--- config.mk ---
export PLATFORM = sky130hd
export DESIGN_NAME = core_control
export DESIGN_NICKNAME = d
export VERILOG_FILES = /design/src/hw/stage_pkg.sv /design/src/hw/trap_pkg.sv /design/src/hw/stage_sequencer.sv /design/src/hw/interrupt_latch.sv /design/src/hw/trap_cause_unit.sv /design/src/hw/core_control.sv
export VERILOG_INCLUDE_DIRS = /design/src /design/src/hw
export SDC_FILE = /design/constraint.sdc
export NUM_CORES = 1
export LEC_CHECK = 0
export ABC_AREA = 1
export BUFFER_PORTS_ARGS = -buffer_cell sky130_fd_sc_hd__buf_2
export CAP_MARGIN = 20
export CELL_PAD_IN_SITES_DETAIL_PLACEMENT = 0
export CELL_PAD_IN_SITES_GLOBAL_PLACEMENT = 1
export CORE_ASPECT_RATIO = 0.6
export CORE_UTILIZATION = 38
export DETAILED_ROUTE_END_ITERATION = 8
export PLACE_DENSITY = 0.87
export RECOVER_POWER = 50
export SLEW_MARGIN = 20
export SYNTH_ARGS = -nofsm -noshare
export SYNTH_HDL_FRONTEND = slang
export SYNTH_SLANG_ARGS = --single-unit
--- constraint.sdc ---
create_clock -name clk -period 1.8 [get_ports clk]
set_input_delay 0.54 -clock clk [delete_from_list [all_inputs] [get_ports clk]]
set_output_delay 0.54 -clock clk [all_outputs]
set_load 0.05 [all_outputs]
--- src/hw/ctrl_consts.svh ---
`ifndef CTRL_CONSTS_SVH
`define CTRL_CONSTS_SVH

// Stage sequencing

`define NUM_STAGES 5 // Stages per instruction

// Bit positions in the one-hot stage vector
`define STAGE_FETCH   0
`define STAGE_DECODE  1
`define STAGE_EXECUTE 2
`define STAGE_MEMORY  3
`define STAGE_CONTROL 4

// Fetch bit alone, used at reset and on a fault restart
`define DEFAULT_STAGE_ACTIVE 5'b00001

// Trap causes

// Machine interrupt codes from the privileged spec
`define CAUSE_EXT_INT 4'd11 // Machine external interrupt
`define CAUSE_SW_INT  4'd3  // Machine software interrupt

// Width of the exception code field in mcause
`define CAUSE_WIDTH 4

// mcause as seen outside, interrupt flag on top of the code
`define MCAUSE_WIDTH (`CAUSE_WIDTH + 1)

`endif

--- src/hw/stage_pkg.sv ---
`include "ctrl_consts.svh"

package stage_pkg;

    // One bit per stage, exactly one set at a time
    typedef logic [`NUM_STAGES-1:0] stage_vec_t;

    // Decision taken for the control stage
    typedef enum logic [1:0] {
        CTRL_TRAP    = 2'b00, // Synchronous exception
        CTRL_EXT_INT = 2'b01, // External interrupt
        CTRL_SW_INT  = 2'b10, // Software interrupt
        CTRL_NORMAL  = 2'b11  // No trap
    } control_op_e;

    // Fault number as captured by the sequencer.
    // Bit 2 marks a data side fault, bit 1 a store (or illegal op),
    // bit 0 an access fault rather than misalignment.
    // Value 3'b011 is never produced.
    typedef enum logic [2:0] {
        FAULT_INSTR_MISALIGNED = 3'b000,
        FAULT_INSTR_ACCESS     = 3'b001,
        FAULT_ILLEGAL_INSTR    = 3'b010,
        FAULT_LOAD_MISALIGNED  = 3'b100,
        FAULT_LOAD_ACCESS      = 3'b101,
        FAULT_STORE_MISALIGNED = 3'b110,
        FAULT_STORE_ACCESS     = 3'b111
    } fault_num_e;

    // Numeric value equals the RISC-V exception code
    typedef logic [`CAUSE_WIDTH-1:0] cause_t;

endpackage

--- src/hw/trap_pkg.sv ---
package trap_pkg;

    // Fault flags raised by the datapath during a stage
    typedef struct packed {
        logic illegal_instr; // Decoder rejected the instruction
        logic mem_addr;      // Misaligned address
        logic mem_access;    // Bus refused the access
        logic is_store;      // Memory fault came from a store
    } fault_in_t;

    // Interrupt enables, mstatus.MIE style plus per source bits
    typedef struct packed {
        logic global_en;
        logic ext_en;
        logic sw_en;
    } irq_enable_t;

    // Trap report towards the CSR side
    typedef struct packed {
        logic       valid;        // One cycle strobe
        logic       is_interrupt; // Set for interrupts
        logic [3:0] cause;        // Exception or interrupt code
    } trap_report_t;

endpackage

--- src/hw/stage_sequencer.sv ---
`timescale 1ns/1ps
`include "ctrl_consts.svh"

module stage_sequencer (
    input  logic                    clk,
    input  logic                    rst_n,
    input  trap_pkg::fault_in_t     fault_in,
    input  logic                    ext_int, // Masked pending external interrupt
    input  logic                    sw_int,  // Masked pending software interrupt
    output stage_pkg::stage_vec_t   stage_active,
    output stage_pkg::control_op_e  control_op,
    output stage_pkg::fault_num_e   fault_num
);

    logic                   phase;      // High in the second cycle of a stage
    logic                   fault_q;    // Instruction was restarted by a fault
    stage_pkg::control_op_e decision_q; // Interrupt decision from end of memory
    stage_pkg::stage_vec_t  stage_rotated;

    logic                   mem_fault;
    logic                   fetch_mem_fault;
    logic                   memory_mem_fault;
    logic                   illegal_fault;
    logic                   active_fault;
    stage_pkg::fault_num_e  new_fault_num;
    stage_pkg::control_op_e next_decision;

    // Rotate left, control wraps back to fetch
    assign stage_rotated = {stage_active[`NUM_STAGES-2:0], stage_active[`NUM_STAGES-1]};

    // Fault qualification
    assign mem_fault        = fault_in.mem_addr | fault_in.mem_access;
    assign fetch_mem_fault  = mem_fault & stage_active[`STAGE_FETCH];
    assign memory_mem_fault = mem_fault & stage_active[`STAGE_MEMORY];
    assign illegal_fault    = fault_in.illegal_instr & ~stage_active[`STAGE_CONTROL];

    // Only sampled in the second cycle
    assign active_fault = phase & (fetch_mem_fault | memory_mem_fault | illegal_fault);

    // Illegal instruction first, then misaligned over access
    always_comb begin
        if (illegal_fault) begin
            new_fault_num = stage_pkg::FAULT_ILLEGAL_INSTR;
        end else if (memory_mem_fault) begin
            if (fault_in.is_store) begin
                new_fault_num = fault_in.mem_addr ? stage_pkg::FAULT_STORE_MISALIGNED
                                                  : stage_pkg::FAULT_STORE_ACCESS;
            end else begin
                new_fault_num = fault_in.mem_addr ? stage_pkg::FAULT_LOAD_MISALIGNED
                                                  : stage_pkg::FAULT_LOAD_ACCESS;
            end
        end else begin
            // Fetch side fault
            new_fault_num = fault_in.mem_addr ? stage_pkg::FAULT_INSTR_MISALIGNED
                                              : stage_pkg::FAULT_INSTR_ACCESS;
        end
    end

    // External interrupt has priority over software
    always_comb begin
        if (ext_int) begin
            next_decision = stage_pkg::CTRL_EXT_INT;
        end else if (sw_int) begin
            next_decision = stage_pkg::CTRL_SW_INT;
        end else begin
            next_decision = stage_pkg::CTRL_NORMAL;
        end
    end

    always_ff @(posedge clk) begin
        if (!rst_n) begin
            phase        <= 1'b0;
            stage_active <= `DEFAULT_STAGE_ACTIVE;
            fault_q      <= 1'b0;
            fault_num    <= stage_pkg::FAULT_INSTR_MISALIGNED;
            decision_q   <= stage_pkg::CTRL_NORMAL;
        end else begin
            phase <= ~phase;
            if (active_fault) begin
                // Abandon the instruction and restart at fetch
                stage_active <= `DEFAULT_STAGE_ACTIVE;
                fault_q      <= 1'b1;
                fault_num    <= new_fault_num;
            end else if (phase) begin
                stage_active <= stage_rotated;
                if (stage_active[`STAGE_MEMORY]) begin
                    // Decide what the control stage does
                    fault_q    <= 1'b0;
                    decision_q <= next_decision;
                end
            end
        end
    end

    // A captured fault overrides the interrupt decision
    assign control_op = fault_q ? stage_pkg::CTRL_TRAP : decision_q;

endmodule

--- src/hw/interrupt_latch.sv ---
`timescale 1ns/1ps

module interrupt_latch (
    input  logic                  clk,
    input  logic                  rst_n,
    input  logic                  ext_irq,       // Raw external request
    input  logic                  sw_irq,        // Raw software request
    input  trap_pkg::irq_enable_t irq_enable,
    input  logic                  int_taken_ext, // Clear strobe from trap unit
    input  logic                  int_taken_sw,  // Clear strobe from trap unit
    output logic                  ext_int,
    output logic                  sw_int
);

    // Bit 1 external, bit 0 software
    logic [1:0] pending;
    logic [1:0] set_req;
    logic [1:0] clr_req;

    // Request counts only while both its enables are on
    assign set_req[1] = ext_irq & irq_enable.global_en & irq_enable.ext_en;
    assign set_req[0] = sw_irq & irq_enable.global_en & irq_enable.sw_en;

    assign clr_req = {int_taken_ext, int_taken_sw};

    // Sticky until taken, clear wins over a new request
    always_ff @(posedge clk) begin
        if (!rst_n) begin
            pending <= 2'b00;
        end else begin
            pending <= (pending | set_req) & ~clr_req;
        end
    end

    // Already masked at the set side
    assign ext_int = pending[1];
    assign sw_int  = pending[0];

endmodule

--- src/hw/trap_cause_unit.sv ---
`timescale 1ns/1ps
`include "ctrl_consts.svh"

module trap_cause_unit (
    input  logic                      clk,
    input  logic                      rst_n,
    input  stage_pkg::stage_vec_t     stage_active,
    input  stage_pkg::control_op_e    control_op,
    input  stage_pkg::fault_num_e     fault_num,
    output trap_pkg::trap_report_t    trap,
    output logic [`MCAUSE_WIDTH-1:0]  mcause,
    output logic                      int_taken_ext,
    output logic                      int_taken_sw
);

    logic               prev_fetch;   // Fetch bit one cycle ago
    logic               fetch_second; // Last cycle was the second fetch cycle
    logic               fetch_start;
    logic               trap_now;
    logic               trap_valid_q;
    logic               is_int;
    stage_pkg::cause_t  cause;

    // RISC-V exception code for a captured fault
    function automatic stage_pkg::cause_t exc_code(input stage_pkg::fault_num_e f);
        stage_pkg::cause_t code;
        case (f)
            stage_pkg::FAULT_INSTR_MISALIGNED: code = 4'd0;
            stage_pkg::FAULT_INSTR_ACCESS:     code = 4'd1;
            stage_pkg::FAULT_ILLEGAL_INSTR:    code = 4'd2;
            stage_pkg::FAULT_LOAD_MISALIGNED:  code = 4'd4;
            stage_pkg::FAULT_LOAD_ACCESS:      code = 4'd5;
            stage_pkg::FAULT_STORE_MISALIGNED: code = 4'd6;
            stage_pkg::FAULT_STORE_ACCESS:     code = 4'd7;
            default:                           code = 4'd2; // Unused encoding
        endcase
        return code;
    endfunction

    // New fetch stage begins on entry or after a full two cycle fetch.
    // The second case covers a fault restart taken from fetch itself
    assign fetch_start = stage_active[`STAGE_FETCH] & (~prev_fetch | fetch_second);

    assign trap_now = fetch_start & (control_op != stage_pkg::CTRL_NORMAL);

    always_comb begin
        case (control_op)
            stage_pkg::CTRL_EXT_INT: begin
                is_int = 1'b1;
                cause  = `CAUSE_EXT_INT;
            end
            stage_pkg::CTRL_SW_INT: begin
                is_int = 1'b1;
                cause  = `CAUSE_SW_INT;
            end
            default: begin
                is_int = 1'b0;
                cause  = exc_code(fault_num);
            end
        endcase
    end

    always_ff @(posedge clk) begin
        if (!rst_n) begin
            prev_fetch    <= 1'b0;
            fetch_second  <= 1'b0;
            trap_valid_q  <= 1'b0;
            mcause        <= '0;
            int_taken_ext <= 1'b0;
            int_taken_sw  <= 1'b0;
        end else begin
            prev_fetch    <= stage_active[`STAGE_FETCH];
            fetch_second  <= stage_active[`STAGE_FETCH] & ~fetch_start;
            trap_valid_q  <= trap_now;
            int_taken_ext <= trap_now & (control_op == stage_pkg::CTRL_EXT_INT);
            int_taken_sw  <= trap_now & (control_op == stage_pkg::CTRL_SW_INT);
            if (trap_now) begin
                mcause <= {is_int, cause}; // Held until the next trap
            end
        end
    end

    // Report fields mirror the held mcause
    assign trap = '{valid: trap_valid_q, is_interrupt: mcause[4], cause: mcause[3:0]};

endmodule

--- src/hw/core_control.sv ---
`timescale 1ns/1ps
`include "ctrl_consts.svh"

module core_control (
    input  logic                      clk,
    input  logic                      rst_n,
    input  trap_pkg::fault_in_t       fault_in,
    input  logic                      ext_irq,
    input  logic                      sw_irq,
    input  trap_pkg::irq_enable_t     irq_enable,
    output stage_pkg::stage_vec_t     stage_active,
    output stage_pkg::control_op_e    control_op,
    output trap_pkg::trap_report_t    trap,
    output logic [`MCAUSE_WIDTH-1:0]  mcause
);

    logic                  ext_int;
    logic                  sw_int;
    logic                  int_taken_ext;
    logic                  int_taken_sw;
    stage_pkg::fault_num_e fault_num;

    stage_sequencer i_sequencer (
        .clk          (clk),
        .rst_n        (rst_n),
        .fault_in     (fault_in),
        .ext_int      (ext_int),
        .sw_int       (sw_int),
        .stage_active (stage_active),
        .control_op   (control_op),
        .fault_num    (fault_num)
    );

    // Pending bits, cleared when the trap unit takes them
    interrupt_latch i_irq_latch (
        .clk           (clk),
        .rst_n         (rst_n),
        .ext_irq       (ext_irq),
        .sw_irq        (sw_irq),
        .irq_enable    (irq_enable),
        .int_taken_ext (int_taken_ext),
        .int_taken_sw  (int_taken_sw),
        .ext_int       (ext_int),
        .sw_int        (sw_int)
    );

    trap_cause_unit i_trap_cause (
        .clk           (clk),
        .rst_n         (rst_n),
        .stage_active  (stage_active),
        .control_op    (control_op),
        .fault_num     (fault_num),
        .trap          (trap),
        .mcause        (mcause),
        .int_taken_ext (int_taken_ext),
        .int_taken_sw  (int_taken_sw)
    );

endmodule

==> impl_results.md <==
- Slew @ Worst Pin: roughly 630 ps
- Flop pwr share: 0.447
- Hold Vio Cnt, Final: 0
- Fill cells: ~280
- PwrDens: ~1100 nW/um^2
- Die Ht: 42.2 um
- CP endpoint kind: output port
- Critical path data arrival time: around 1100 ps
- Antenna Violating Nets Remaining: 0
- Net switching power figure: roughly 0.00037 W
- # diodes: 0
- Clk slew on worst S/H paths: ~80 ps
- CTS tree: built
- Post-Syn Nets: 148
- HP Class: reg -> reg
- Mapped Area: approximately 1000 um^2
- Drt pass-1 iters: 4
- Cts repair resizes: 0
- Lkg Pwr: 0.617 nW
- GRT Overall Usage: 0.149
- Slew Viols, Final: 0
- Final setup violation count: 0
- Total power: roughly 0.0013 W
- Hold path cells: 1
- Post-route insts no fill: between 150 and 200
- Critical Path Source Type: flip-flop
- Min cycle time layout: between 1500 and 2000 ps
- Maximum capacitance violations: 0
- Skew-Pair Late Insertion Delay: around 270 ps
- Worst Hold End: i_irq_latch.pending[0]$_SDFF_PN0_
- Largest net degree at the start of global routing: 15
- Syn_area_per_cell: 7.63 um^2
- Total core area: between 2000 and 3000 um^2
- Grt ovf: 0
- WL/cell: roughly 10 um
- Min-delay src: i_trap_cause.int_taken_sw$_SDFF_PN0_
- Yosys reg bits: 24
- Max Clk Rate: approximately 600 MHz
- CTS Hold Bufs: 0
- Cells after Synth: between 100 and 150
- Synth warn: 0
- Highest net fanout along the worst path: 3
- Post-CTS Setup Repair Bufs: 0
- Root buffer cell: clkbuf_8
- Row count: 14
- Internal Power: 0.000916 W
- Outcome: complete, no violations
- I/O pin total: 29
- Die span in x: 69.0 um
- CTS Buf Count: 3
- R2r worst-path depth: 9
- Worst setup path category: reg -> out
- Clk buf depth: 2
- Slew HR: 0.579
- Most frequent cells in the layout: nand2_1 (30), buf_2 (26), dfxtp_1 (24)
- Fin nets: around 170
- Initial core utilization: 0.405
- Clock skew: around 3.9 ps
- Routability cong.: 0.760
- Vias in the first global route: ~750
- Area Overhead vs Synth: 17.7%
- Comb pwr share: 0.190
- Port Buffers: 28
- Setup tns final: 0 ps
- Worst path required time: about 1300 ps
- Placed cell count: about 190
- Crit Reg-Reg Endpoint: i_trap_cause.mcause[3]$_SDFFE_PN0P_
- Via count: just under 900
- Unrepaired setup endpoints after global routing: false
- Clk pwr share: 0.364
- Largest vdd supply drop: about 0.5 mV
- Fraction of layout cells with a size suffix above 1: 0.239
- DP HPWL: ~1.5 mm
- Synth unique cells: 19
- Final wirelength: between 1.5 and 2 mm
- Commonest non-fill, non-tap cell in the layout: nand2_1
- Global-route wire length before repair: between 3 and 4 mm
- Sequential fraction of the synthesis area: 0.470
- CTS H-tree depth: 1
- Vias/cell: 4.58
- Switching portion of total power: 0.288
- DRC violations left: 0
- Reg2Reg Setup Slack: about 340 ps
- Critical R2R Launch: i_sequencer.fault_q$_SDFFE_PN0P_
- Initial antenna violation count: 0
- Die area: 2910 um^2
- DRT iter0 DRCs: 19
- Fin crit share: 0.909
- Fin util: 0.477
- Clock Sinks: 24
==> registers in the layout (all words and copies together), names as in the netlist <==
register / count
i_sequencer.stage_active: 5
i_trap_cause.mcause: 5
i_sequencer.fault_num: 3
i_irq_latch.pending: 2
i_sequencer.decision_q: 2
i_sequencer.fault_q: 1
i_sequencer.phase: 1
i_trap_cause.fetch_second: 1
i_trap_cause.int_taken_ext: 1
i_trap_cause.int_taken_sw: 1
i_trap_cause.prev_fetch: 1
i_trap_cause.trap_valid_q: 1
==> power by group through the flow <==
stage	Sequential, W	Clock [W]	Combinational (W)
2_1_floorplan	0.000631	0	0.000162
3_3_place_gp	0.000586	0	0.000249
3_5_place_dp	0.000587	0	0.000254
4_1_cts	0.000575	0.000476	0.000255
5_1_grt	0.000578	0.000505	0.000266
6_report	0.000575	0.000468	0.000244
==> cell families after synthesis <==
logic type      Yosys count  share of synthesized area
buf+inv                  30                      0.136
fa+ha+maj                 3                     0.0367
compound gates           15                     0.0894
flops                    24                      0.470
simple gates             62                      0.268
==> cell type report <==
cell class / count / area [um^2] / area share
Inverter: 22 / 83.8 / 0.0696
Sequential cell: 24 / 480 / 0.399
Clock buffer: 3 / 41.3 / 0.0343
Tap cell: 32 / 40.0 / 0.0333
Timing Repair Buffer: 29 / 145 / 0.121
Multi-Input combinational cell: 80 / 383 / 0.318
Clock inverter: 1 / 30.0 / 0.0249
==> how the worst max path moves through the flow <==
stage / from / to / cells past startpoint
floorplan: i_sequencer.fault_q$_SDFFE_PN0P_ / i_trap_cause.mcause[0]$_SDFFE_PN0P_ / 9
global placement: fault_in[2] / i_sequencer.stage_active[2]$_SDFFE_PP0P_ / 8
detailed placement: fault_in[2] / i_sequencer.stage_active[2]$_SDFFE_PP0P_ / 8
CTS: i_sequencer.fault_q$_SDFFE_PN0P_ / control_op[1] / 4
global route: i_sequencer.fault_q$_SDFFE_PN0P_ / control_op[1] / 4
finish: i_sequencer.fault_q$_SDFFE_PN0P_ / control_op[1] / 4
==> layer usage <==
metal	up-vias	track usage	wire length [um]
li1	457	-	-
met1	399	0.209	1030
met2	17	0.225	851
met3	2	0.0489	96
met4	0	0.0245	10
met5	-	0	0
==> synth_stat cells (all sizes together) <==
cell	n	share of area
nand4	1	0.0061
inv	21	0.077
nor2	18	0.066
dfxtp	24	0.47
ha	3	0.037
a21oi	8	0.047
o21ai	5	0.028
buf	8	0.054
clkinv	1	0.0049
nand2	32	0.14
nand3	11	0.054
a211oi	2	0.015
==> worst max-delay path, cell delays in order, from the launching register on <==
cell and delay, ps:
dfxtp_1 320, inv_1 60, nand2_1 70, inv_1 100, buf_2 270
==> through the flow <==
stage	cell area, um^2	setup WS [ps]	hold slack [ps]
final	1200	163	392
after global routing	1200	90.8	400
after CTS	1230	169	396
after detailed placement	1150	438	382
after global placement	1150	470	380
after floorplan	1020	317	370
Note: power is estimated with default switching activity, not from simulation.
